==> src/rtl/riscv_config.svh <==
// ====================
// Core configuration
// Data width, register count and reset PC
// ====================

`ifndef RISCV_CONFIG_SVH
`define RISCV_CONFIG_SVH

// Data and address width
`define XLEN 64
`define REG_COUNT 32
`define RESET_PC 64'h0

`endif
==> src/rtl/riscv_pkg.sv <==
// ====================
// RV64 core types
// Opcodes, ALU functions and datapath selects
// ====================

`default_nettype none

package riscv_pkg;

  // Major opcodes of the supported subset
  typedef enum logic [6:0] {
    OPC_OP     = 7'b0110011,
    OPC_OP_IMM = 7'b0010011,
    OPC_OP_32  = 7'b0111011,
    OPC_LOAD   = 7'b0000011,
    OPC_STORE  = 7'b0100011,
    OPC_BRANCH = 7'b1100011,
    OPC_JAL    = 7'b1101111,
    OPC_LUI    = 7'b0110111,
    OPC_SYSTEM = 7'b1110011
  } opcode_e;

  typedef enum logic [2:0] {
    ALU_ADD, ALU_SUB, ALU_AND, ALU_OR, ALU_XOR, ALU_SLT, ALU_SLTU
  } alu_op_e;

  // Writeback source, same order as the 4-to-1 rd mux
  typedef enum logic [1:0] {
    WB_MEM, WB_IMM, WB_ALU, WB_PC4
  } wb_sel_e;

  typedef enum logic {
    EXT_DOUBLE, EXT_WORD
  } mem_ext_e;

  // Immediate formats
  typedef enum logic [2:0] {
    IMM_I, IMM_S, IMM_B, IMM_J, IMM_U
  } imm_fmt_e;

endpackage

`default_nettype wire

==> src/rtl/dataflow_ctrl_if.sv <==
// ====================
// Control to dataflow bus
// Load strobes, selects, decoded fields and flags
// ====================

`timescale 1ns/100ps
`default_nettype none

interface dataflow_ctrl_if import riscv_pkg::*; ();

  // Register load strobes
  logic load_ir, load_ops, load_imm, load_alu;
  logic load_mem_data, load_pc, load_regfile, load_flags;

  logic     sel_alu_a;
  logic     sel_alu_b;
  logic     sel_addr;
  logic     sel_pc_branch;
  wb_sel_e  sel_wb;
  alu_op_e  alu_op;
  logic     word_mode;
  mem_ext_e mem_ext;
  imm_fmt_e imm_fmt;

  // Returned by the dataflow
  logic [31:0] insn;
  logic        eq, lt, ltu;

  modport ctrl (
    output load_ir, load_ops, load_imm, load_alu, load_mem_data, load_pc, load_regfile,
    output load_flags, sel_alu_a, sel_alu_b, sel_addr, sel_pc_branch, sel_wb,
    output alu_op, word_mode, mem_ext, imm_fmt,
    input  insn, eq, lt, ltu
  );

  modport data (
    input  load_ir, load_ops, load_imm, load_alu, load_mem_data, load_pc, load_regfile,
    input  load_flags, sel_alu_a, sel_alu_b, sel_addr, sel_pc_branch, sel_wb,
    input  alu_op, word_mode, mem_ext, imm_fmt,
    output insn, eq, lt, ltu
  );

endinterface

`default_nettype wire

==> src/rtl/dataflow.sv <==
// ====================
// RV64 dataflow
// Datapath registers, PC, register file and ALU
// ====================

`timescale 1ns/100ps
`default_nettype none
`include "riscv_config.svh"

module dataflow import riscv_pkg::*; (
  input  wire logic             clk_i,
  input  wire logic             rst_n_i,
  dataflow_ctrl_if.data         ctrl_if,
  input  wire logic [`XLEN-1:0] mem_rdata_i,
  output logic [`XLEN-1:0]      mem_addr_o,
  output logic [`XLEN-1:0]      mem_wdata_o
);

  logic [31:0]      ir_q;
  logic [`XLEN-1:0] rs1_q;
  logic [`XLEN-1:0] rs2_q;
  logic [`XLEN-1:0] imm_q;
  logic [`XLEN-1:0] alu_q;
  logic [`XLEN-1:0] mem_data_q;
  logic [`XLEN-1:0] pc_q;
  // Flags kept as {ltu, lt, eq}
  logic [2:0]       flags_q;

  logic [31:0]      fetch_word;
  logic [31:0]      load_word;
  logic [`XLEN-1:0] rs1_rd;
  logic [`XLEN-1:0] rs2_rd;
  logic [`XLEN-1:0] imm_val;
  logic [`XLEN-1:0] alu_a;
  logic [`XLEN-1:0] alu_b;
  logic [`XLEN-1:0] alu_res;
  logic [`XLEN-1:0] load_data;
  logic [`XLEN-1:0] wb_data;
  logic [`XLEN-1:0] pc_plus4;
  logic [`XLEN-1:0] pc_target;
  logic [`XLEN-1:0] pc_next;
  logic             alu_eq;
  logic             alu_lt;
  logic             alu_ltu;

  // Memory is doubleword wide, PC bit 2 picks the instruction half
  assign fetch_word = pc_q[2] ? mem_rdata_i[`XLEN-1:32] : mem_rdata_i[31:0];

  always_ff @(posedge clk_i) begin
    if (ctrl_if.load_ir) ir_q <= fetch_word;
    if (ctrl_if.load_ops) begin
      rs1_q <= rs1_rd;
      rs2_q <= rs2_rd;
    end
    if (ctrl_if.load_imm) imm_q <= imm_val;
    if (ctrl_if.load_alu) alu_q <= alu_res;
    if (ctrl_if.load_mem_data) mem_data_q <= mem_rdata_i;
    if (ctrl_if.load_flags) flags_q <= {alu_ltu, alu_lt, alu_eq};
  end

  // Program counter
  assign pc_plus4  = pc_q + `XLEN'd4;
  assign pc_target = pc_q + imm_q;
  assign pc_next   = ctrl_if.sel_pc_branch ? pc_target : pc_plus4;

  always_ff @(posedge clk_i) begin
    if (!rst_n_i) begin
      pc_q <= `RESET_PC;
    end else if (ctrl_if.load_pc) begin
      pc_q <= pc_next;
    end
  end

  assign alu_a = ctrl_if.sel_alu_a ? pc_q : rs1_q;
  assign alu_b = ctrl_if.sel_alu_b ? imm_q : rs2_q;

  // Word loads take the half given by address bit 2
  assign load_word = alu_q[2] ? mem_data_q[`XLEN-1:32] : mem_data_q[31:0];
  assign load_data = (ctrl_if.mem_ext == EXT_WORD) ?
                     {{(`XLEN-32){load_word[31]}}, load_word} : mem_data_q;

  always_comb begin
    case (ctrl_if.sel_wb)
      WB_MEM:  wb_data = load_data;
      WB_IMM:  wb_data = imm_q;
      WB_ALU:  wb_data = alu_q;
      default: wb_data = pc_plus4;
    endcase
  end

  imm_gen u_imm_gen (
    .insn_i    (ir_q),
    .imm_fmt_i (ctrl_if.imm_fmt),
    .imm_o     (imm_val)
  );

  alu u_alu (
    .a_i         (alu_a),
    .b_i         (alu_b),
    .op_i        (ctrl_if.alu_op),
    .word_mode_i (ctrl_if.word_mode),
    .result_o    (alu_res),
    .eq_o        (alu_eq),
    .lt_o        (alu_lt),
    .ltu_o       (alu_ltu)
  );

  regfile u_regfile (
    .clk_i      (clk_i),
    .we_i       (ctrl_if.load_regfile),
    .rd_addr_i  (ir_q[11:7]),
    .rs1_addr_i (ir_q[19:15]),
    .rs2_addr_i (ir_q[24:20]),
    .rd_data_i  (wb_data),
    .rs1_data_o (rs1_rd),
    .rs2_data_o (rs2_rd)
  );

  assign ctrl_if.insn = ir_q;
  assign ctrl_if.eq   = flags_q[0];
  assign ctrl_if.lt   = flags_q[1];
  assign ctrl_if.ltu  = flags_q[2];

  assign mem_addr_o  = ctrl_if.sel_addr ? alu_q : pc_q;
  assign mem_wdata_o = rs2_q;

  a_pc_aligned : assert property (@(posedge clk_i) disable iff (!rst_n_i)
    pc_q[1:0] == 2'b00)
    else $error("PC lost 4-byte alignment");

endmodule

`default_nettype wire

==> src/rtl/regfile.sv <==
// ====================
// Integer register file
// Two read ports, one write port, x0 reads zero
// ====================

`timescale 1ns/100ps
`default_nettype none
`include "riscv_config.svh"

module regfile (
  input  wire logic                          clk_i,
  input  wire logic                          we_i,
  input  wire logic [$clog2(`REG_COUNT)-1:0] rd_addr_i,
  input  wire logic [$clog2(`REG_COUNT)-1:0] rs1_addr_i,
  input  wire logic [$clog2(`REG_COUNT)-1:0] rs2_addr_i,
  input  wire logic [`XLEN-1:0]              rd_data_i,
  output logic [`XLEN-1:0]                   rs1_data_o,
  output logic [`XLEN-1:0]                   rs2_data_o
);

  logic [`XLEN-1:0] regs [`REG_COUNT];

  always_ff @(posedge clk_i) begin
    if (we_i) begin
      regs[rd_addr_i] <= rd_data_i;
    end
  end

  // Register 0 is hardwired to zero on read
  assign rs1_data_o = (rs1_addr_i == '0) ? '0 : regs[rs1_addr_i];
  assign rs2_data_o = (rs2_addr_i == '0) ? '0 : regs[rs2_addr_i];

  // The control unit drops writes to x0 before they get here
  a_no_x0_write : assert property (@(posedge clk_i) we_i |-> (rd_addr_i != '0))
    else $error("regfile write to x0");

endmodule

`default_nettype wire

==> src/rtl/alu.sv <==
// ====================
// Integer ALU
// Arithmetic, logic, word mode and compare flags
// ====================

`timescale 1ns/100ps
`default_nettype none
`include "riscv_config.svh"

module alu import riscv_pkg::*; (
  input  wire logic [`XLEN-1:0] a_i,
  input  wire logic [`XLEN-1:0] b_i,
  input  wire alu_op_e          op_i,
  input  wire logic             word_mode_i,
  output logic [`XLEN-1:0]      result_o,
  output logic                  eq_o,
  output logic                  lt_o,
  output logic                  ltu_o
);

  logic [`XLEN-1:0] raw;
  logic             lt_s;
  logic             lt_u;

  // Comparisons on the full operands
  assign lt_s = $signed(a_i) < $signed(b_i);
  assign lt_u = a_i < b_i;

  always_comb begin
    case (op_i)
      ALU_ADD:  raw = a_i + b_i;
      ALU_SUB:  raw = a_i - b_i;
      ALU_AND:  raw = a_i & b_i;
      ALU_OR:   raw = a_i | b_i;
      ALU_XOR:  raw = a_i ^ b_i;
      ALU_SLT:  raw = {{(`XLEN-1){1'b0}}, lt_s};
      ALU_SLTU: raw = {{(`XLEN-1){1'b0}}, lt_u};
      default:  raw = '0;
    endcase
  end

  // Word mode keeps the low half, sign-extended
  assign result_o = word_mode_i ? {{(`XLEN-32){raw[31]}}, raw[31:0]} : raw;

  assign eq_o  = (a_i == b_i);
  assign lt_o  = lt_s;
  assign ltu_o = lt_u;

endmodule

`default_nettype wire

==> src/rtl/imm_gen.sv <==
// ====================
// Immediate generator
// Sign-extends the I, S, B, J and U immediates
// ====================

`timescale 1ns/100ps
`default_nettype none
`include "riscv_config.svh"

module imm_gen import riscv_pkg::*; (
  input  wire logic [31:0]      insn_i,
  input  wire imm_fmt_e         imm_fmt_i,
  output logic [`XLEN-1:0]      imm_o
);

  logic sign;

  // Sign bit is always instruction bit 31
  assign sign = insn_i[31];

  always_comb begin
    case (imm_fmt_i)
      IMM_S: begin
        imm_o = {{(`XLEN-12){sign}}, insn_i[31:25], insn_i[11:7]};
      end
      IMM_B: begin
        imm_o = {{(`XLEN-13){sign}}, insn_i[31], insn_i[7], insn_i[30:25],
                 insn_i[11:8], 1'b0};
      end
      IMM_J: begin
        imm_o = {{(`XLEN-21){sign}}, insn_i[31], insn_i[19:12], insn_i[20],
                 insn_i[30:21], 1'b0};
      end
      IMM_U: begin
        // Upper 20 bits, low 12 zero
        imm_o = {{(`XLEN-32){sign}}, insn_i[31:12], 12'b0};
      end
      default: begin
        imm_o = {{(`XLEN-12){sign}}, insn_i[31:20]};
      end
    endcase
  end

endmodule

`default_nettype wire

==> src/flat_wrapper.sv <==
// flat-port wrapper written by rule: the top's interface ports become plain ports
module dataflow_flat import riscv_pkg::*;
  (clk_i, rst_n_i, mem_rdata_i, mem_addr_o, mem_wdata_o, ctrl_if_load_ir, ctrl_if_load_ops, ctrl_if_load_imm, ctrl_if_load_alu, ctrl_if_load_mem_data, ctrl_if_load_pc, ctrl_if_load_regfile, ctrl_if_load_flags, ctrl_if_sel_alu_a, ctrl_if_sel_alu_b, ctrl_if_sel_addr, ctrl_if_sel_pc_branch, ctrl_if_sel_wb, ctrl_if_alu_op, ctrl_if_word_mode, ctrl_if_mem_ext, ctrl_if_imm_fmt, ctrl_if_insn, ctrl_if_eq, ctrl_if_lt, ctrl_if_ltu);
  dataflow_ctrl_if ctrl_if_i ();
  input  wire logic clk_i;
  input  wire logic rst_n_i;
  input  wire logic [`XLEN-1:0] mem_rdata_i;
  output logic [`XLEN-1:0] mem_addr_o;
  output logic [`XLEN-1:0] mem_wdata_o;
  input wire logic [$bits(ctrl_if_i.load_ir)-1:0] ctrl_if_load_ir;
  input wire logic [$bits(ctrl_if_i.load_ops)-1:0] ctrl_if_load_ops;
  input wire logic [$bits(ctrl_if_i.load_imm)-1:0] ctrl_if_load_imm;
  input wire logic [$bits(ctrl_if_i.load_alu)-1:0] ctrl_if_load_alu;
  input wire logic [$bits(ctrl_if_i.load_mem_data)-1:0] ctrl_if_load_mem_data;
  input wire logic [$bits(ctrl_if_i.load_pc)-1:0] ctrl_if_load_pc;
  input wire logic [$bits(ctrl_if_i.load_regfile)-1:0] ctrl_if_load_regfile;
  input wire logic [$bits(ctrl_if_i.load_flags)-1:0] ctrl_if_load_flags;
  input wire logic [$bits(ctrl_if_i.sel_alu_a)-1:0] ctrl_if_sel_alu_a;
  input wire logic [$bits(ctrl_if_i.sel_alu_b)-1:0] ctrl_if_sel_alu_b;
  input wire logic [$bits(ctrl_if_i.sel_addr)-1:0] ctrl_if_sel_addr;
  input wire logic [$bits(ctrl_if_i.sel_pc_branch)-1:0] ctrl_if_sel_pc_branch;
  input wire logic [$bits(ctrl_if_i.sel_wb)-1:0] ctrl_if_sel_wb;
  input wire logic [$bits(ctrl_if_i.alu_op)-1:0] ctrl_if_alu_op;
  input wire logic [$bits(ctrl_if_i.word_mode)-1:0] ctrl_if_word_mode;
  input wire logic [$bits(ctrl_if_i.mem_ext)-1:0] ctrl_if_mem_ext;
  input wire logic [$bits(ctrl_if_i.imm_fmt)-1:0] ctrl_if_imm_fmt;
  output wire logic [$bits(ctrl_if_i.insn)-1:0] ctrl_if_insn;
  output wire logic [$bits(ctrl_if_i.eq)-1:0] ctrl_if_eq;
  output wire logic [$bits(ctrl_if_i.lt)-1:0] ctrl_if_lt;
  output wire logic [$bits(ctrl_if_i.ltu)-1:0] ctrl_if_ltu;
  assign ctrl_if_i.load_ir = ctrl_if_load_ir;
  assign ctrl_if_i.load_ops = ctrl_if_load_ops;
  assign ctrl_if_i.load_imm = ctrl_if_load_imm;
  assign ctrl_if_i.load_alu = ctrl_if_load_alu;
  assign ctrl_if_i.load_mem_data = ctrl_if_load_mem_data;
  assign ctrl_if_i.load_pc = ctrl_if_load_pc;
  assign ctrl_if_i.load_regfile = ctrl_if_load_regfile;
  assign ctrl_if_i.load_flags = ctrl_if_load_flags;
  assign ctrl_if_i.sel_alu_a = ctrl_if_sel_alu_a;
  assign ctrl_if_i.sel_alu_b = ctrl_if_sel_alu_b;
  assign ctrl_if_i.sel_addr = ctrl_if_sel_addr;
  assign ctrl_if_i.sel_pc_branch = ctrl_if_sel_pc_branch;
  assign ctrl_if_i.sel_wb = ctrl_if_sel_wb;
  assign ctrl_if_i.alu_op = ctrl_if_alu_op;
  assign ctrl_if_i.word_mode = ctrl_if_word_mode;
  assign ctrl_if_i.mem_ext = ctrl_if_mem_ext;
  assign ctrl_if_i.imm_fmt = ctrl_if_imm_fmt;
  assign ctrl_if_insn = ctrl_if_i.insn;
  assign ctrl_if_eq = ctrl_if_i.eq;
  assign ctrl_if_lt = ctrl_if_i.lt;
  assign ctrl_if_ltu = ctrl_if_i.ltu;
  dataflow u_core (.clk_i(clk_i), .rst_n_i(rst_n_i), .ctrl_if(ctrl_if_i), .mem_rdata_i(mem_rdata_i), .mem_addr_o(mem_addr_o), .mem_wdata_o(mem_wdata_o));
endmodule
==> config.mk <==
export PLATFORM = sky130hd
export DESIGN_NAME = dataflow_flat
export DESIGN_NICKNAME = d
export VERILOG_FILES = /design/src/rtl/riscv_pkg.sv /design/src/rtl/dataflow_ctrl_if.sv /design/src/rtl/dataflow.sv /design/src/rtl/regfile.sv /design/src/rtl/alu.sv /design/src/rtl/imm_gen.sv /design/src/flat_wrapper.sv
export VERILOG_INCLUDE_DIRS = /design/src /design/src/rtl
export SDC_FILE = /design/constraint.sdc
export NUM_CORES = 2
export LEC_CHECK = 0
export BUFFER_PORTS_ARGS = -buffer_cell sky130_fd_sc_hd__buf_4
export CAP_MARGIN = 30
export CORE_MARGIN = 2
export CORE_UTILIZATION = 25
export CTS_CLUSTER_SIZE = 8
export DETAILED_ROUTE_END_ITERATION = 8
export PLACE_DENSITY = 0.36
export RECOVER_POWER = 100
export SLEW_MARGIN = 0
export SYNTH_ARGS = -nofsm -noshare
export SYNTH_HDL_FRONTEND = slang
export SYNTH_SLANG_ARGS = --single-unit
==> constraint.sdc <==
create_clock -name clk_i -period 7.4 [get_ports clk_i]
set_clock_uncertainty 0.05 [all_clocks]
set_input_delay 1.48 -clock clk_i [delete_from_list [all_inputs] [get_ports clk_i]]
set_output_delay 1.48 -clock clk_i [all_outputs]
set_load 0.01 [all_outputs]
==> impl_metrics.tcl <==
set metrics [dict create \
    status "complete, but fails checks" \
    violations "capacitance limit, slew limit" \
    drive_above_1_share 0.246 \
    htree_num_levels 5 \
    dieWidth_um 717 \
    nNetsFinal 8574 \
    syn_area_sq_um 127000 \
    via_per_inst 5.43 \
    syn-num-nets 8228 \
    power_switching_w 0.0115 \
    period_needed_ns 6.68 \
    die_h_um 717 \
    pin_count 251 \
    fin_crit_sh 0.903 \
    synth-seq-cells 2435 \
    crit_arrival_ns 7.30 \
    grt_usage 0.214 \
    cp_max_fo 18 \
    ys.warnings.count 0 \
    syn-instance-count 7864 \
    drt_pass1_iterations 6 \
    die_area_sq_um 514000 \
    ant_nets 0 \
    drv_cap 144 \
    synth.avg_cell_area_sq_um 16.2 \
    swShare 0.297 \
    crit_chain "clkbuf_1 > buf_4 > mux2i_1 > ha_1 > nor4_1 > o311ai_0 > a21o_1 > nand3_1 > and4_1 > nor3_1 > clkbuf_1 > o31ai_1 > buf_4 > a31oi_1 > nand2b_1 > a21oi_1 > nor2_1 > xor2_1" \
    hold_buffers 0 \
    grt_pass1_vias 83500 \
    combPwrFrac 0.190 \
    cp_slowest_cell "clkbuf_1" \
    slowest_delay_ns 0.94 \
    clockRootBuffer "clkbuf_16" \
    wl_per_cell_um 37.4 \
    p_leak_nw 47.6 \
    seq_power_share 0.428 \
    numCtsBuffers 349 \
    cts.repair.resized 0 \
    ys_types 89 \
    holdWs_ns 0.579 \
    cts_buffer_depth 4 \
    clkTransAtPathRegs_ns 0.06 \
    drc 0 \
    vias 81600 \
    hold_viol_final 0 \
    required_ns 8.02 \
    synth-seq-area-share 0.570 \
    drt_iter0_drc 8926 \
    grt_max_degree 108 \
    setup-violations-final 0 \
    rsz0062_at_grt "false" \
    fillers 50400 \
    syn2layout_area_growth_pct 15.2 \
    layout_common_cells "2,371 x edfxtp_1, 1,311 x mux4_2, 477 x a21oi_1" \
    grt_remaining_overflow 0 \
    tightest_slew_ns 5.08 \
    clock_latency_ns 0.98 \
    cts_sinks 2435 \
    placementRows 261 \
    dp_hpwl_um 370000 \
    antenna_found_initial 54 \
    crit_type "in -> reg" \
    grt_pass1_wl_um 757000 \
    fin_tns_setup_ns 0 \
    post-cts-setup-buffers 0 \
    synthFlopType "edfxtp_1" \
    place.gp.congestion 0.940 \
    p_int_w 0.0272 \
    wl_um 563000 \
    synth_edf_count 2371 \
    async_reset_ff_frac 0 \
    clkPwrFrac 0.382 \
    cpLargestDelayFamily "buffers and inverters" \
    relSlewSlack -2.39 \
    ir_worst_vdd_v 0.000198 \
    end_kind "flip-flop" \
    final_common_cell "edfxtp_1" \
    max_freq_ghz 0.150 \
    worst_hold_path_type "reg -> reg" \
    critical_path_buf_inv_count 4 \
    final_max_slew_viol_count 3729 \
    start_util 0.251 \
    coreArea_sq_um 506000 \
    tritoncts "yes" \
    io_buffer_count 250 \
    p_per_area_nw_per_um2 265 \
    startpoint_type "input pin" \
]
## flip-flops by register name, summed over array words and instances, names as in the netlist
register / count
u_core.u_regfile.regs: 2048
u_core.alu_q: 64
u_core.mem_data_q: 64
u_core.mem_wdata_o: 64
u_core.pc_q: 64
u_core.rs1_q: 64
u_core.ctrl_if.insn: 32
u_core.imm_q: 32
u_core.flags_q: 3
## cells by family after synthesis
kind of cell,count (synthesis),synth area share
AOI/OAI and AO/OA,1372,0.0673
xor gates and xnor gates,149,0.0103
adders and majority gates,276,0.0274
buffers and inverters,830,0.0247
DFF,2435,0.570
muxes,1616,0.258
and+or+nand+nor,1186,0.0424
## power by group through the flow
stage	Clock, W	Combinational (W)	Sequential [W]
after global routing	0.0157	0.00781	0.0166
after floorplan	0	0.00443	0.0164
after CTS	0.0152	0.00747	0.0165
after detailed placement	0	0.00745	0.0168
after global placement	0	0.00746	0.0168
final	0.0148	0.00735	0.0166
## per-stage QoR
step            util  area (sq um)  worst slack [ns]  total power, W  cells
2_1_floorplan      -        127000              1.54          0.0208   7864
3_3_place_gp   0.274        139000             0.205          0.0243  14500
3_5_place_dp   0.275        139000             0.258          0.0242  14600
4_1_cts        0.294        149000              1.27          0.0392  15000
5_1_grt        0.289        146000             0.551          0.0401  15000
6_report       0.289        146000             0.716          0.0387  15000
## layer usage
layer	part of all wire	global-route usage	vias up
li1	-	-	32900
met5	0.000091	0	-
met3	0.058	0.0274	667
met1	0.45	0.305	44700
met4	0.033	0.0596	8
met2	0.46	0.343	3302
## area by class of cell
cell class	count	area, sq um	area share
Sequential cell	2435	72500	0.495
Multi-Input combinational cell	4599	51500	0.352
Clock buffer	405	9120	0.0623
Tap cell	6706	8390	0.0573
Timing Repair Buffer	586	3470	0.0237
Inverter	239	902	0.00616
Clock inverter	31	472	0.00322
Antenna cell	25	62.6	0.000427
## final timing paths
path                                      from                             to  slack [ns]  cells after the start
max reg2reg  u_core.ctrl_if.insn[16]$_DFFE_PP_  u_core.rs1_q[6]$_SDFFCE_PN0P_        0.72                      6
min reg2reg        u_core.pc_q[8]$_SDFFE_PN0P_    u_core.pc_q[8]$_SDFFE_PN0P_        0.58                      2
min                u_core.pc_q[8]$_SDFFE_PN0P_    u_core.pc_q[8]$_SDFFE_PN0P_        0.58                      2
max                          ctrl_if_sel_alu_a    u_core.flags_q[1]$_DFFE_PP_        0.72                     18
## worst min-delay path, stage by stage, from the launching register on
cell and delay [ns]:
dfxtp_1 0.40, nor2_1 0.12, a311oi_1 0.05
## synth_stat cells (9+ instances only)
master       n  share of area
nand3_1     64         0.0025
dfxtp_1     64          0.010
clkbuf_1   435          0.013
a22oi_1     24         0.0014
o21bai_1    49         0.0029
nor2_1     355          0.010
o21ai_0    316          0.012
inv_1      235         0.0069
or3_1       19        0.00094
o21a_1      33         0.0019
xor2_1      47         0.0032
a221oi_1    20         0.0014
mux4_2    1311           0.23
o22ai_1     54         0.0027
a211oi_1    32         0.0019
or2_2       12        0.00059
and2_1      18        0.00089
edfxtp_1  2371           0.56
buf_2       11        0.00043
and3_1      38         0.0019
a311oi_1     9        0.00062
ha_1       273          0.027
o221ai_1    18         0.0012
a31oi_1     36         0.0018
nand4_1     48         0.0024
o211ai_1    60         0.0035
xnor2_1    102         0.0070
nand2b_1    23         0.0011
mux2_2     120          0.011
buf_1      142         0.0042
nor2b_1     36         0.0018
a32oi_1      9        0.00062
o31ai_1     46         0.0027
nor4_1      37         0.0018
a21boi_0    10        0.00059
o32a_1      12        0.00095
nand2_1    427          0.013
a21oi_1    477          0.019
and4_1      11        0.00076
nor3_1      65         0.0026
a21o_1      68         0.0040
mux2i_1    185          0.015
Note: power is estimated with default switching activity, not from simulation.
