[config.mk]
export PLATFORM = sky130hd
export DESIGN_NAME = control_unit_flat
export DESIGN_NICKNAME = d
export VERILOG_FILES = /design/src/rtl/riscv_config.svh /design/src/rtl/riscv_pkg.sv /design/src/rtl/dataflow_ctrl_if.sv /design/src/rtl/control_unit.sv /design/src/flat_wrapper.sv
export SDC_FILE = /design/constraint.sdc
export NUM_CORES = 1
export LEC_CHECK = 0
export ABC_AREA = 1
export ABC_CLOCK_PERIOD_IN_PS = 1650
export BUFFER_PORTS_ARGS = -buffer_cell sky130_fd_sc_hd__buf_2
export CAP_MARGIN = 20
export CORE_UTILIZATION = 37
export CTS_BUF_LIST = sky130_fd_sc_hd__clkbuf_8
export DETAILED_ROUTE_END_ITERATION = 12
export HOLD_SLACK_MARGIN = 0.1
export PLACE_DENSITY = 0.86
export SKIP_LAST_GASP = 1
export SLEW_MARGIN = 20
export SYNTH_ARGS = -nofsm -noshare
export SYNTH_HDL_FRONTEND = slang
export SYNTH_SLANG_ARGS = --single-unit
export TNS_END_PERCENT = 30
[constraint.sdc]
create_clock -name clk_i -period 1.65 [get_ports clk_i]
set_input_delay 0.0825 -clock clk_i [delete_from_list [all_inputs] [get_ports clk_i]]
set_output_delay 0.0825 -clock clk_i [all_outputs]
set_load 0.005 [all_outputs]
[src/rtl/riscv_config.svh]
// ====================
// Core configuration
// Data width, register count and reset PC
// ====================

`ifndef RISCV_CONFIG_SVH
`define RISCV_CONFIG_SVH

// Data and address width
`define XLEN 64
`define REG_COUNT 32
`define RESET_PC 64'h0

`endif
[src/rtl/riscv_pkg.sv]
// ====================
// RV64 core types
// Opcodes, ALU functions and datapath selects
// ====================

`default_nettype none

package riscv_pkg;

  // Major opcodes of the supported subset
  typedef enum logic [6:0] {
    OPC_OP     = 7'b0110011,
    OPC_OP_IMM = 7'b0010011,
    OPC_OP_32  = 7'b0111011,
    OPC_LOAD   = 7'b0000011,
    OPC_STORE  = 7'b0100011,
    OPC_BRANCH = 7'b1100011,
    OPC_JAL    = 7'b1101111,
    OPC_LUI    = 7'b0110111,
    OPC_SYSTEM = 7'b1110011
  } opcode_e;

  typedef enum logic [2:0] {
    ALU_ADD, ALU_SUB, ALU_AND, ALU_OR, ALU_XOR, ALU_SLT, ALU_SLTU
  } alu_op_e;

  // Writeback source, same order as the 4-to-1 rd mux
  typedef enum logic [1:0] {
    WB_MEM, WB_IMM, WB_ALU, WB_PC4
  } wb_sel_e;

  typedef enum logic {
    EXT_DOUBLE, EXT_WORD
  } mem_ext_e;

  // Immediate formats
  typedef enum logic [2:0] {
    IMM_I, IMM_S, IMM_B, IMM_J, IMM_U
  } imm_fmt_e;

endpackage

`default_nettype wire

[src/rtl/dataflow_ctrl_if.sv]
// ====================
// Control to dataflow bus
// Load strobes, selects, decoded fields and flags
// ====================

`timescale 1ns/100ps
`default_nettype none

interface dataflow_ctrl_if import riscv_pkg::*; ();

  // Register load strobes
  logic load_ir, load_ops, load_imm, load_alu;
  logic load_mem_data, load_pc, load_regfile, load_flags;

  logic     sel_alu_a;
  logic     sel_alu_b;
  logic     sel_addr;
  logic     sel_pc_branch;
  wb_sel_e  sel_wb;
  alu_op_e  alu_op;
  logic     word_mode;
  mem_ext_e mem_ext;
  imm_fmt_e imm_fmt;

  // Returned by the dataflow
  logic [31:0] insn;
  logic        eq, lt, ltu;

  modport ctrl (
    output load_ir, load_ops, load_imm, load_alu, load_mem_data, load_pc, load_regfile,
    output load_flags, sel_alu_a, sel_alu_b, sel_addr, sel_pc_branch, sel_wb,
    output alu_op, word_mode, mem_ext, imm_fmt,
    input  insn, eq, lt, ltu
  );

  modport data (
    input  load_ir, load_ops, load_imm, load_alu, load_mem_data, load_pc, load_regfile,
    input  load_flags, sel_alu_a, sel_alu_b, sel_addr, sel_pc_branch, sel_wb,
    input  alu_op, word_mode, mem_ext, imm_fmt,
    output insn, eq, lt, ltu
  );

endinterface

`default_nettype wire

[src/rtl/control_unit.sv]
// ====================
// Multicycle control unit
// Decodes the instruction and steps the dataflow
// ====================

`timescale 1ns/100ps
`default_nettype none

module control_unit import riscv_pkg::*; (
  input  wire logic     clk_i,
  input  wire logic     rst_n_i,
  dataflow_ctrl_if.ctrl ctrl_if,
  output logic          mem_we_o,
  output logic          halted_o
);

  typedef enum logic [2:0] {
    FETCH, DECODE, EXECUTE, MEMORY, WRITEBACK, HALT
  } state_e;

  state_e     state_q;
  state_e     state_d;
  opcode_e    opcode;
  logic [2:0] funct3;
  logic [6:0] funct7;
  logic       opcode_ok;
  logic       rd_nz;
  logic       cond;
  logic       taken;

  assign opcode = opcode_e'(ctrl_if.insn[6:0]);
  assign funct3 = ctrl_if.insn[14:12];
  assign funct7 = ctrl_if.insn[31:25];
  assign rd_nz  = |ctrl_if.insn[11:7];

  always_comb begin
    case (opcode)
      OPC_OP, OPC_OP_IMM, OPC_OP_32, OPC_LOAD, OPC_STORE,
      OPC_BRANCH, OPC_JAL, OPC_LUI, OPC_SYSTEM: opcode_ok = 1'b1;
      default: opcode_ok = 1'b0;
    endcase
  end

  // ALU function from funct3, funct7 bit 5 selects SUB on register ops
  always_comb begin
    ctrl_if.alu_op = ALU_ADD;
    if (opcode == OPC_BRANCH) begin
      ctrl_if.alu_op = ALU_SUB;
    end else if (opcode inside {OPC_OP, OPC_OP_IMM, OPC_OP_32}) begin
      case (funct3)
        3'b000: ctrl_if.alu_op = (opcode != OPC_OP_IMM && funct7[5]) ? ALU_SUB : ALU_ADD;
        3'b010: ctrl_if.alu_op = ALU_SLT;
        3'b011: ctrl_if.alu_op = ALU_SLTU;
        3'b100: ctrl_if.alu_op = ALU_XOR;
        3'b110: ctrl_if.alu_op = ALU_OR;
        3'b111: ctrl_if.alu_op = ALU_AND;
        default: ctrl_if.alu_op = ALU_ADD;
      endcase
    end
  end

  always_comb begin
    case (opcode)
      OPC_STORE:  ctrl_if.imm_fmt = IMM_S;
      OPC_BRANCH: ctrl_if.imm_fmt = IMM_B;
      OPC_JAL:    ctrl_if.imm_fmt = IMM_J;
      OPC_LUI:    ctrl_if.imm_fmt = IMM_U;
      default:    ctrl_if.imm_fmt = IMM_I;
    endcase
  end

  assign ctrl_if.word_mode = (opcode == OPC_OP_32);
  assign ctrl_if.mem_ext   = (funct3 == 3'b011) ? EXT_DOUBLE : EXT_WORD;

  // Branch condition, funct3 bit 0 inverts it
  always_comb begin
    case (funct3[2:1])
      2'b00:   cond = ctrl_if.eq;
      2'b10:   cond = ctrl_if.lt;
      2'b11:   cond = ctrl_if.ltu;
      default: cond = 1'b0;
    endcase
  end
  assign taken = cond ^ funct3[0];

  always_ff @(posedge clk_i) begin
    if (!rst_n_i) begin
      state_q <= FETCH;
    end else begin
      state_q <= state_d;
    end
  end

  always_comb begin
    state_d = state_q;
    case (state_q)
      FETCH:     state_d = DECODE;
      DECODE:    state_d = (opcode_ok && opcode != OPC_SYSTEM) ? EXECUTE : HALT;
      EXECUTE:   state_d = (opcode inside {OPC_LOAD, OPC_STORE}) ? MEMORY : WRITEBACK;
      MEMORY:    state_d = (opcode == OPC_LOAD) ? WRITEBACK : FETCH;
      WRITEBACK: state_d = FETCH;
      default:   state_d = HALT;
    endcase
  end

  always_comb begin
    ctrl_if.load_ir       = 1'b0;
    ctrl_if.load_ops      = 1'b0;
    ctrl_if.load_imm      = 1'b0;
    ctrl_if.load_alu      = 1'b0;
    ctrl_if.load_mem_data = 1'b0;
    ctrl_if.load_pc       = 1'b0;
    ctrl_if.load_regfile  = 1'b0;
    ctrl_if.load_flags    = 1'b0;
    ctrl_if.sel_alu_a     = 1'b0;
    ctrl_if.sel_alu_b     = 1'b0;
    ctrl_if.sel_addr      = 1'b0;
    ctrl_if.sel_pc_branch = 1'b0;
    ctrl_if.sel_wb        = WB_ALU;
    mem_we_o              = 1'b0;
    case (state_q)
      FETCH: ctrl_if.load_ir = 1'b1;
      DECODE: begin
        ctrl_if.load_ops = 1'b1;
        ctrl_if.load_imm = 1'b1;
      end
      EXECUTE: begin
        ctrl_if.sel_alu_a  = (opcode == OPC_JAL);
        ctrl_if.sel_alu_b  = !(opcode inside {OPC_OP, OPC_OP_32, OPC_BRANCH});
        ctrl_if.load_alu   = !(opcode inside {OPC_BRANCH, OPC_LUI});
        ctrl_if.load_flags = (opcode == OPC_BRANCH);
      end
      MEMORY: begin
        ctrl_if.sel_addr      = 1'b1;
        ctrl_if.load_mem_data = (opcode == OPC_LOAD);
        // A store finishes here
        mem_we_o              = (opcode == OPC_STORE);
        ctrl_if.load_pc       = (opcode == OPC_STORE);
      end
      WRITEBACK: begin
        ctrl_if.load_pc       = 1'b1;
        ctrl_if.sel_pc_branch = (opcode == OPC_JAL) || (opcode == OPC_BRANCH && taken);
        ctrl_if.load_regfile  = rd_nz && (opcode != OPC_BRANCH);
        case (opcode)
          OPC_LOAD: ctrl_if.sel_wb = WB_MEM;
          OPC_LUI:  ctrl_if.sel_wb = WB_IMM;
          OPC_JAL:  ctrl_if.sel_wb = WB_PC4;
          default:  ctrl_if.sel_wb = WB_ALU;
        endcase
      end
      default: ;
    endcase
  end

  // EBREAK shows halt already in its decode cycle
  assign halted_o = (state_q == HALT) || (state_q == DECODE && opcode == OPC_SYSTEM);

  a_we_excl : assert property (@(posedge clk_i) disable iff (!rst_n_i)
    !(mem_we_o && ctrl_if.load_regfile))
    else $error("memory write and register write in the same cycle");

  a_halt_quiet : assert property (@(posedge clk_i) disable iff (!rst_n_i)
    (state_q == HALT) |-> !(mem_we_o || ctrl_if.load_ir || ctrl_if.load_ops ||
      ctrl_if.load_imm || ctrl_if.load_alu || ctrl_if.load_mem_data ||
      ctrl_if.load_pc || ctrl_if.load_regfile || ctrl_if.load_flags))
    else $error("strobe active while halted");

endmodule

`default_nettype wire

[src/flat_wrapper.sv]
// flat-port wrapper written by rule: the top's interface ports become plain ports
module control_unit_flat import riscv_pkg::*;
  (clk_i, rst_n_i, mem_we_o, halted_o, ctrl_if_load_ir, ctrl_if_load_ops, ctrl_if_load_imm, ctrl_if_load_alu, ctrl_if_load_mem_data, ctrl_if_load_pc, ctrl_if_load_regfile, ctrl_if_load_flags, ctrl_if_sel_alu_a, ctrl_if_sel_alu_b, ctrl_if_sel_addr, ctrl_if_sel_pc_branch, ctrl_if_sel_wb, ctrl_if_alu_op, ctrl_if_word_mode, ctrl_if_mem_ext, ctrl_if_imm_fmt, ctrl_if_insn, ctrl_if_eq, ctrl_if_lt, ctrl_if_ltu);
  dataflow_ctrl_if ctrl_if_i ();
  input  wire logic clk_i;
  input  wire logic rst_n_i;
  output logic mem_we_o;
  output logic halted_o;
  output wire logic [$bits(ctrl_if_i.load_ir)-1:0] ctrl_if_load_ir;
  output wire logic [$bits(ctrl_if_i.load_ops)-1:0] ctrl_if_load_ops;
  output wire logic [$bits(ctrl_if_i.load_imm)-1:0] ctrl_if_load_imm;
  output wire logic [$bits(ctrl_if_i.load_alu)-1:0] ctrl_if_load_alu;
  output wire logic [$bits(ctrl_if_i.load_mem_data)-1:0] ctrl_if_load_mem_data;
  output wire logic [$bits(ctrl_if_i.load_pc)-1:0] ctrl_if_load_pc;
  output wire logic [$bits(ctrl_if_i.load_regfile)-1:0] ctrl_if_load_regfile;
  output wire logic [$bits(ctrl_if_i.load_flags)-1:0] ctrl_if_load_flags;
  output wire logic [$bits(ctrl_if_i.sel_alu_a)-1:0] ctrl_if_sel_alu_a;
  output wire logic [$bits(ctrl_if_i.sel_alu_b)-1:0] ctrl_if_sel_alu_b;
  output wire logic [$bits(ctrl_if_i.sel_addr)-1:0] ctrl_if_sel_addr;
  output wire logic [$bits(ctrl_if_i.sel_pc_branch)-1:0] ctrl_if_sel_pc_branch;
  output wire logic [$bits(ctrl_if_i.sel_wb)-1:0] ctrl_if_sel_wb;
  output wire logic [$bits(ctrl_if_i.alu_op)-1:0] ctrl_if_alu_op;
  output wire logic [$bits(ctrl_if_i.word_mode)-1:0] ctrl_if_word_mode;
  output wire logic [$bits(ctrl_if_i.mem_ext)-1:0] ctrl_if_mem_ext;
  output wire logic [$bits(ctrl_if_i.imm_fmt)-1:0] ctrl_if_imm_fmt;
  input wire logic [$bits(ctrl_if_i.insn)-1:0] ctrl_if_insn;
  input wire logic [$bits(ctrl_if_i.eq)-1:0] ctrl_if_eq;
  input wire logic [$bits(ctrl_if_i.lt)-1:0] ctrl_if_lt;
  input wire logic [$bits(ctrl_if_i.ltu)-1:0] ctrl_if_ltu;
  assign ctrl_if_load_ir = ctrl_if_i.load_ir;
  assign ctrl_if_load_ops = ctrl_if_i.load_ops;
  assign ctrl_if_load_imm = ctrl_if_i.load_imm;
  assign ctrl_if_load_alu = ctrl_if_i.load_alu;
  assign ctrl_if_load_mem_data = ctrl_if_i.load_mem_data;
  assign ctrl_if_load_pc = ctrl_if_i.load_pc;
  assign ctrl_if_load_regfile = ctrl_if_i.load_regfile;
  assign ctrl_if_load_flags = ctrl_if_i.load_flags;
  assign ctrl_if_sel_alu_a = ctrl_if_i.sel_alu_a;
  assign ctrl_if_sel_alu_b = ctrl_if_i.sel_alu_b;
  assign ctrl_if_sel_addr = ctrl_if_i.sel_addr;
  assign ctrl_if_sel_pc_branch = ctrl_if_i.sel_pc_branch;
  assign ctrl_if_sel_wb = ctrl_if_i.sel_wb;
  assign ctrl_if_alu_op = ctrl_if_i.alu_op;
  assign ctrl_if_word_mode = ctrl_if_i.word_mode;
  assign ctrl_if_mem_ext = ctrl_if_i.mem_ext;
  assign ctrl_if_imm_fmt = ctrl_if_i.imm_fmt;
  assign ctrl_if_i.insn = ctrl_if_insn;
  assign ctrl_if_i.eq = ctrl_if_eq;
  assign ctrl_if_i.lt = ctrl_if_lt;
  assign ctrl_if_i.ltu = ctrl_if_ltu;
  control_unit u_core (.clk_i(clk_i), .rst_n_i(rst_n_i), .ctrl_if(ctrl_if_i), .mem_we_o(mem_we_o), .halted_o(halted_o));
endmodule
==> results.json, run 1 <==
{
  "ant_nets": 0,
  "drt_first_pass_iters": 5,
  "die_h_um": 40.6,
  "critPathSlowestCell": "dfxtp_1",
  "syn_avg_cell_area_sq_um": 5.10,
  "fin_crit_sh_pct": 82.9,
  "crit_family": "buffers and inverters",
  "drv_slew": 0,
  "io_buffers": 44,
  "cp_common_cell": "inv_1",
  "synth_flop_cell": "dfxtp_1",
  "synthCells": 108,
  "grt_pass1_vias": 702,
  "power.density_nw_per_um2": 555,
  "synth_top_area_share_pct": 17.0,
  "vias": 871,
  "cap_violations": 0,
  "vias_per_cell": 5.12,
  "gr-total-overflow": 0,
  "path_clk_slew_ns": 0.04,
  "worstHoldPathType": "in -> reg",
  "grt_pass1_wl_um": 2590,
  "crit_chain": "inv_1 -> nand3_1 -> inv_1 -> nand2_1 -> nor2_1 -> buf_2",
  "tightest_slew_ns": 0.315,
  "core_area_sq_um": 1350,
  "cts_tree": "done",
  "p_leak_nw": 0.517,
  "drt-wirelength-per-cell_um": 9.76,
  "post_cts_resize_count": 0,
  "drive_above_1_share_pct": 42.6,
  "grt_max_degree": 8,
  "numCtsBuffers": 3,
  "synth_area_leaders": "nand2_1 (17%), nor2_1 (13%), dfxtp_1 (11%), inv_1 (9.5%), nand3_1 (8.2%)",
  "setup_violations": 0,
  "wl_um": 1660,
  "fillers": 133,
  "num_rows": 13,
  "rsz0062_at_grt": "false",
  "die_w_um": 40.6,
  "critical_path_class": "reg -> out",
  "largest_reg_flops": 3,
  "place_congestion": 0.862,
  "crit_buf_inv": 3,
  "synth_edf_count": 0,
  "critical_path.max_fanout": 6,
  "max_freq_ghz": 0.731,
  "top_regs": "u_core.state_q x3",
  "antenna_found_initial": 0,
  "route.detailed.drc": 0,
  "finalHoldViolations": 0,
  "clock_sinks": 3,
  "hpwl_um": 1380,
  "yosys_register_bits": 3,
  "cpPeakStageDelay_ns": 0.34,
  "async_reset_ff_share_pct": 0,
  "yosys_warnings": 0,
  "post_cts_buffers": 0,
  "cts.path.max_buffers": 2,
  "clock-root-buffer": "clkbuf_8",
  "cp-end-kind": "primary output",
  "die_area_sq_um": 1650,
  "drt_iter0_markers": 20,
  "worstSetupStartpointType": "flop",
  "top_register": "u_core.state_q",
  "ys_types": 19,
  "ioPinCount": 61,
  "syn_area_sq_um": 551,
  "vdd_drop_max_uv": 393,
  "yosys-top-cells-count": "nand2_1 (25), nor2_1 (19), inv_1 (14)",
  "initial_core_util_pct": 40.8,
  "htreeDepth": 1,
  "clock_skew_ns": 0.00572,
  "area_growth_pct": 50.2,
  "synth_top_area_cell": "nand2_1",
  "hold_buffers": 0,
  "worst_hold_slack_ns": 0.126,
  "max-slew-margin-rel_pct": 78.7,
  "status": "finished, final reports clean",
  "critical_path_required_ns": 1.57,
  "clk_latency_ns": 0.22,
  "syn_nets": 145,
  "grtUsageTotal_pct": 23.4,
  "period_minus_slack_ns": 1.37,
  "cp.arrival_ns": 1.29,
  "synth_most_common_cell": "nand2_1",
  "fin_nets": 193,
  "fin_tns_setup_ns": 0,
  "yosysSeqAreaShare_pct": 10.9,
  "antenna_cells": 0
}
-- layout make-up --
| class | count | area (sq um) | share of cell area [%] |
|---|---|---|---|
| Clock buffer | 3 | 41.3 | 4.99 |
| Clock inverter | 1 | 3.75 | 0.454 |
| Inverter | 19 | 71.3 | 8.62 |
| Multi-Input combinational cell | 85 | 412 | 49.8 |
| Sequential cell | 3 | 60.1 | 7.26 |
| Tap cell | 15 | 18.8 | 2.27 |
| Timing Repair Buffer | 44 | 220 | 26.6 |
-- metal layers --
layer / part of all wire (%) / track usage (%) / vias to the layer above / routed length [um]
met2: 49 / 41.3 / 44 / 818
met3: 7.7 / 5.00 / 6 / 127
met1: 41 / 25.9 / 383 / 677
met4: 2.2 / 11.7 / 0 / 36
met5: 0 / 0 / - / 0
li1: - / - / 438 / -
-- worst register-to-register path, delay by kind of cell (launching register included) --
kind | cells | cell delay [ns]
AO/OA/AOI/OAI | 2 | 0.25
buffers and inverters | 2 | 0.21
flip-flops | 1 | 0.40
AND/OR/NAND/NOR | 1 | 0.21
-- path summary, 6_finish.rpt --
kind	from	end	slack [ns]	cells after the start
worst max-delay path	u_core.state_q[2]$_SDFF_PN0_	ctrl_if_sel_alu_b	0.28	6
worst min-delay path	rst_n_i	u_core.state_q[0]$_SDFF_PN0_	0.13	3
worst max register to register	u_core.state_q[2]$_SDFF_PN0_	u_core.state_q[0]$_SDFF_PN0_	0.47	5
worst min register to register	u_core.state_q[0]$_SDFF_PN0_	u_core.state_q[1]$_SDFF_PN0_	0.68	4
-- placed cells by master, fill, tap and decap left out --
cell       n
nand3_1    9
buf_2     44
inv_2      5
inv_1     15
nand2_2    7
a21oi_1    8
nand4_1    2
nand2_1   25
and2_4     1
nor2_4     1
a211oi_1   2
nor3_1     2
clkbuf_8   3
o21ai_0    3
nor3_2     1
nor2_1    19
o211ai_1   1
dfxtp_1    3
a21oi_2    1
nor2_2     3
-- where the power goes --
group / total, mW / internal, mW / switching (mW)
combinational: 0.155 / 0.0634 / 0.0919
sequential: 0.0904 / 0.0812 / 0.00918
clock: 0.213 / 0.159 / 0.0541
-- logic make-up (layout without fill, tap and decap cells) --
group,Yosys count,after routing,share of synthesized area (%)
and+or+nand+nor,70,70,59.1
buffers and inverters,20,67,14.3
AOI/OAI and AO/OA,15,15,15.7
DFF,3,3,10.9
-- metrics by stage --
step / total power, mW / util [%] / instance area, sq um / worst slack [ns] / std cells
final: 0.459 / 61.3 / 827 / 0.282 / 170
after global routing: 0.489 / 61.3 / 827 / 0.179 / 170
after CTS: 0.453 / 61.3 / 827 / 0.301 / 170
after detailed placement: 0.245 / 57.9 / 782 / 0.479 / 166
after global placement: 0.237 / 57.9 / 782 / 0.490 / 166
after floorplan: 0.179 / - / 551 / 0.637 / 108
(Power assumes the default switching activity.)
==> run 2: changes to the inputs <==
--- a/config.mk
+++ b/config.mk
@@ -6,14 +6,14 @@
 export NUM_CORES = 1
 export LEC_CHECK = 0
 export ABC_AREA = 1
-export ABC_CLOCK_PERIOD_IN_PS = 1650
+export ABC_CLOCK_PERIOD_IN_PS = 1400
 export BUFFER_PORTS_ARGS = -buffer_cell sky130_fd_sc_hd__buf_2
 export CAP_MARGIN = 20
-export CORE_UTILIZATION = 37
+export CORE_UTILIZATION = 35
 export CTS_BUF_LIST = sky130_fd_sc_hd__clkbuf_8
 export DETAILED_ROUTE_END_ITERATION = 12
 export HOLD_SLACK_MARGIN = 0.1
-export PLACE_DENSITY = 0.86
+export PLACE_DENSITY = 0.82
 export SKIP_LAST_GASP = 1
 export SLEW_MARGIN = 20
 export SYNTH_ARGS = -nofsm -noshare
==> constraint.sdc (replaced) <==
create_clock -name clk_i -period 1.4 [get_ports clk_i]
set_input_delay 0.07 -clock clk_i [delete_from_list [all_inputs] [get_ports clk_i]]
set_output_delay 0.07 -clock clk_i [all_outputs]
set_load 0.005 [all_outputs]
==> results.json, run 2 (synthesized netlist as in run 1, its figures left out) <==
{
  "clock-root-buffer": "clkbuf_8",
  "wl_met1_um": 699,
  "htreeDepth": 1,
  "final_cell_mix": "buf_2 (44), nand2_1 (24), nor2_1 (19), inv_1 (15), nand3_1 (9)",
  "grt_pass1_vias": 793,
  "critical_path_class": "reg -> out",
  "worst_hold_slack_ns": 0.109,
  "top_register": "u_core.state_q",
  "vias": 823,
  "num_rows": 13,
  "fin_nets": 193,
  "cap_violations": 0,
  "clock_skew_ns": 0.00359,
  "p_total_uw": 551,
  "ant_nets": 0,
  "fin_crit_sh_pct": 99.2,
  "cts_tree": "done",
  "largest_reg_flops": 3,
  "cp.arrival_ns": 1.32,
  "grt_pass1_wl_um": 3010,
  "met2_length_um": 865,
  "worstSetupStartpointType": "flop",
  "numCtsBuffers": 3,
  "setup_violations": 0,
  "initial_core_util_pct": 39.8,
  "die_area_sq_um": 1740,
  "setup_ws_ns": 0.0105,
  "cts.path.max_buffers": 2,
  "io_buffers": 44,
  "dp_cells": 166,
  "die_h_um": 41.7,
  "max_freq_ghz": 0.720,
  "met3_length_um": 98,
  "finalNonFillerCells": 170,
  "clock_sinks": 3,
  "status": "finished, final reports clean",
  "top_layer_used": "met4",
  "worstHoldPathType": "in -> reg",
  "rsz0062_at_grt": "true",
  "drt_first_pass_iters": 4,
  "core_area_sq_um": 1380,
  "critical_path.max_fanout": 6,
  "critical_path_required_ns": 1.33,
  "antenna_found_initial": 0,
  "layout_commonest_cell": "buf_2",
  "power.density_nw_per_um2": 664,
  "wl_um": 1690,
  "drt_iter0_markers": 16,
  "hpwl_um": 1420,
  "period_minus_slack_ns": 1.39,
  "finalHoldViolations": 0,
  "place_congestion": 0.859,
  "route.detailed.drc": 0,
  "vdd_drop_max_uv": 467,
  "gr-total-overflow": 0,
  "grtUsageTotal_pct": 22.1,
  "dp_slack_ns": 0.244,
  "clk_latency_ns": 0.23,
  "vias_per_cell": 4.84,
  "top_regs": "u_core.state_q x3",
  "area_growth_pct": 50.7,
  "die_w_um": 41.7,
  "grt_max_degree": 8,
  "antenna_cells": 0,
  "drt-wirelength-per-cell_um": 9.93,
  "max-slew-margin-rel_pct": 83.6,
  "tightest_slew_ns": 0.245,
  "p_leak_nw": 0.518,
  "ioPinCount": 61,
  "path_clk_slew_ns": 0.03,
  "drv_slew": 0,
  "fin_tns_setup_ns": 0,
  "drive_above_1_share_pct": 43.2,
  "cp-end-kind": "primary output",
  "rrSetupSlack_ns": 0.19
}
## run 2: cell types whose count changed in the layout (fill, tap and decap cells not counted)
cell | before | now
nand2_2 | 7 | 8
nand2_1 | 25 | 24
## run 2: metal layers
metal	GRT usage [%]	vias up
met1	23.0	351
met4	11.6	0
met2	40.0	36
li1	-	433
met3	5.65	3
met5	0	-
## run 2: critical path, cell delays in order (launching register included)
cell and delay (ns):
dfxtp_1 0.37, inv_1 0.12, nand3_1 0.17, inv_1 0.13, nand2_1 0.06, nor2_1 0.12
buf_2 0.13
## run 2: final timing paths
| kind | from | end | cells after the start |
|---|---|---|---|
| max | u_core.state_q[2]$_SDFF_PN0_ | ctrl_if_sel_alu_b | 6 |
| min | rst_n_i | u_core.state_q[0]$_SDFF_PN0_ | 3 |
| max reg2reg | u_core.state_q[2]$_SDFF_PN0_ | u_core.state_q[0]$_SDFF_PN0_ | 5 |
| min reg2reg | u_core.state_q[0]$_SDFF_PN0_ | u_core.state_q[1]$_SDFF_PN0_ | 4 |
## run 2: final cells by class
type | instances | area, sq um
fillers | 145 | 553
multi-input cells | 85 | 414
repair buffers | 44 | 220
inverters | 19 | 71.3
flip-flops and latches | 3 | 60.1
clock buffers | 3 | 41.3
well taps | 15 | 18.8
clock inverters | 1 | 3.75
## run 2: stage by stage
| step | utilization, % | area, sq um |
|---|---|---|
| floorplan | - | 551 |
| global placement | 56.6 | 782 |
| detailed placement | 56.6 | 782 |
| CTS | 59.8 | 827 |
| global route | 60.0 | 830 |
| finish | 60.0 | 830 |
## run 2: where the power goes
part / total, mW / internal, mW / leakage, nW / switching (mW)
Clock: 0.258 / 0.188 / 0.0269 / 0.0706
Sequential: 0.109 / 0.0957 / 0.0247 / 0.0129
Combinational: 0.184 / 0.0756 / 0.466 / 0.108
Total: 0.551 / 0.359 / 0.518 / 0.191
## run 2: what timing repair did
action                     in CTS  in global routing
hold endpoints to repair        0                  0
setup buffers                   0                  0
hold buffers                    0                  0
resized for setup               0                  1
setup endpoints to repair       0                  3
==> run 3: changes to the inputs <==
--- a/config.mk
+++ b/config.mk
@@ -5,11 +5,10 @@
 export SDC_FILE = /design/constraint.sdc
 export NUM_CORES = 1
 export LEC_CHECK = 0
-export ABC_AREA = 1
 export ABC_CLOCK_PERIOD_IN_PS = 1400
 export BUFFER_PORTS_ARGS = -buffer_cell sky130_fd_sc_hd__buf_2
 export CAP_MARGIN = 20
-export CORE_UTILIZATION = 35
+export CORE_UTILIZATION = 37
 export CTS_BUF_LIST = sky130_fd_sc_hd__clkbuf_8
 export DETAILED_ROUTE_END_ITERATION = 12
 export HOLD_SLACK_MARGIN = 0.1
==> results.json, run 3 <==
{
  "place_congestion": 0.875,
  "antenna_found_initial": 0,
  "cp.depth": 4,
  "yosys-top-cells-count": "nor2_1 (13), inv_1 (8), nor3_1 (7)",
  "ioPinCount": 61,
  "syn_area_sq_um": 626,
  "crit_chain": "nor2_1 -> and2_1 -> or2_2 -> buf_2",
  "p_leak_nw": 0.488,
  "io_buffers": 44,
  "power_frac_clock_pct": 47.5,
  "largest_reg_flops": 3,
  "worstHoldPathType": "in -> reg",
  "drive_above_1_share_pct": 45.4,
  "clock_sinks": 3,
  "ant_nets": 0,
  "core_area_sq_um": 1540,
  "initial_core_util_pct": 40.6,
  "fin_crit_sh_pct": 99.9,
  "num_rows": 14,
  "synth_top_area_cell": "dfxtp_1",
  "htreeDepth": 1,
  "fin_util_pct": 60.9,
  "area_growth_pct": 50.0,
  "synth_flop_cell": "dfxtp_1",
  "critical_path_class": "reg -> out",
  "drt_first_pass_iters": 4,
  "route.detailed.drc": 0,
  "vias_per_cell": 5.48,
  "die_area_sq_um": 1860,
  "drt-wirelength-per-cell_um": 12.1,
  "grt_max_degree": 12,
  "status": "finished, final reports clean",
  "cp-end-kind": "primary output",
  "drt_iter0_markers": 31,
  "yosys_warnings": 0,
  "worst_hold_slack_ns": 0.223,
  "p_int_uw": 359,
  "critical_path.max_fanout": 9,
  "min_to": "u_core.state_q[1]$_SDFF_PN0_",
  "layout_commonest_cell": "buf_2",
  "rsz0062_at_grt": "true",
  "max_freq_ghz": 0.715,
  "max-slew-margin-rel_pct": 75.2,
  "setup_violations": 0,
  "gr-total-overflow": 0,
  "p_sw_uw": 165,
  "path_clk_slew_ns": 0.03,
  "clk_latency_ns": 0.22,
  "hpwl_um": 1400,
  "ys_types": 40,
  "cp.arrival_ns": 1.33,
  "synth_most_common_cell": "nor2_1",
  "top_regs": "u_core.state_q x3",
  "vdd_drop_max_uv": 466,
  "critPathSlowestCell": "dfxtp_2",
  "yosysSeqAreaShare_pct": 9.60,
  "cts.path.max_buffers": 2,
  "stdcell_area_sq_um": 938,
  "top_register": "u_core.state_q",
  "syn_avg_cell_area_sq_um": 6.59,
  "crit_family": "simple AND/OR/NAND/NOR gates",
  "r2r_start": "u_core.state_q[1]$_SDFF_PN0_",
  "worstSetupStartpointType": "flop",
  "grt_pass1_wl_um": 2730,
  "post_cts_buffers": 0,
  "sequentialPowerShare_pct": 19.5,
  "power.density_nw_per_um2": 559,
  "clock_skew_ns": 0.00229,
  "setup_ws_ns": 0.00123,
  "async_reset_ff_share_pct": 0,
  "synth_top_area_share_pct": 9.60,
  "numCtsBuffers": 3,
  "drv_slew": 0,
  "clock-root-buffer": "clkbuf_8",
  "yosys_register_bits": 3,
  "syn_nets": 132,
  "dp_slack_ns": -0.00287,
  "rr_worst_depth": 5,
  "antenna_cells": 0,
  "fillers": 150,
  "cap_violations": 0,
  "grtUsageTotal_pct": 18.2,
  "critical_path_required_ns": 1.33,
  "reg2reg_to": "u_core.state_q[0]$_SDFF_PN0_",
  "crit_buf_inv": 1,
  "final_cell_mix": "buf_2 (44), nor2_1 (13), inv_1 (9), nor3_1 (7)",
  "synth_area_leaders": "dfxtp_1 (9.6%), nor2_1 (7.8%), nor3_1 (5.6%), inv_1 (4.8%), a2111oi_4 (4.4%)",
  "hold_buffers": 0,
  "vias": 861,
  "wl_um": 1910,
  "finalHoldViolations": 0,
  "comb_power_share_pct": 33.0,
  "place_area_sq_um": 875,
  "rrSetupSlack_ns": 0.14,
  "tightest_slew_ns": 0.367,
  "fin_nets": 179,
  "cpPeakStageDelay_ns": 0.40,
  "synthCells": 95,
  "switching_share_pct": 31.4,
  "period_minus_slack_ns": 1.40,
  "die_h_um": 43.1,
  "synth_edf_count": 0,
  "cts_tree": "done",
  "grt_pass1_vias": 662,
  "die_w_um": 43.1,
  "hp-start": "rst_n_i",
  "holdPathStages": 3
}
## run 3: cell count changes in the layout (fill, tap and decap cells not counted), sizes merged, moves of 3 or more
cell,change
nor2,-10
nand3,-5
a21oi,-4
nand2,-26
nor3,+5
buf,+6
inv,-11
o21ai,+3
## run 3: kinds of logic after synthesis
kind of cell,Yosys count,synth area share [%]
DFF,3,9.60
and+or+nand+nor,49,46.6
AOI/OAI and AO/OA,25,29.8
buffers and inverters,16,10.6
muxes,2,3.40
## run 3: final cells by class
type / instances / area (sq um) / area share [%]
inverters: 8 / 30.0 / 3.20
clock buffers: 3 / 41.3 / 4.40
clock inverters: 1 / 3.75 / 0.400
multi-input cells: 76 / 515 / 54.9
repair buffers: 50 / 265 / 28.3
flip-flops and latches: 3 / 62.6 / 6.67
well taps: 16 / 20.0 / 2.13
## run 3: repair_timing
| item | CTS | global route |
|---|---|---|
| endpoints found under the setup margin | 5 | 7 |
| pin swaps | 0 | 0 |
| resized for setup | 2 | 3 |
## run 3: how the worst max path moves through the flow
stage                                       from                      endpoint  slack, ns
floorplan           u_core.state_q[1]$_SDFF_PN0_               ctrl_if_load_pc       0.11
global placement                 ctrl_if_insn[6]  u_core.state_q[2]$_SDFF_PN0_       0.02
detailed placement               ctrl_if_insn[6]  u_core.state_q[2]$_SDFF_PN0_     -0.003
CTS                 u_core.state_q[1]$_SDFF_PN0_               ctrl_if_load_pc       0.01
global route        u_core.state_q[1]$_SDFF_PN0_               ctrl_if_load_pc      -0.07
finish              u_core.state_q[1]$_SDFF_PN0_               ctrl_if_load_pc      0.001
## run 3: power by group through the flow
stage	Sequential, mW	Combinational (mW)	Clock [mW]
finish	0.102	0.173	0.249
global route	0.103	0.189	0.257
CTS	0.101	0.169	0.251
detailed placement	0.102	0.167	0
global placement	0.101	0.162	0
floorplan	0.0979	0.0999	0
## run 3: worst reg2reg max path: cells and delay by family (launching register included)
family / cells / cell delay, ns
buffers and inverters: 1 / 0.15
DFF: 1 / 0.35
AOI/OAI and AO/OA: 2 / 0.51
and+or+nand+nor: 2 / 0.17
## run 3: routing by layer
metal  track usage [%]  share of wire [%]  up-vias
met4              5.45                  0        0
met2              29.9                 45       45
li1                  -                  -      441
met1              24.9                 46      375
met5                 0                  0        -
met3              1.70                9.2        0
## run 3: metrics by stage
stage                     TNS [ns]  instances  power, mW
after floorplan                  0         95      0.198
after global placement           0        153      0.263
after detailed placement  -0.00287        153      0.269
after CTS                        0        157      0.521
after global routing        -0.133        157      0.550
final                            0        157      0.524
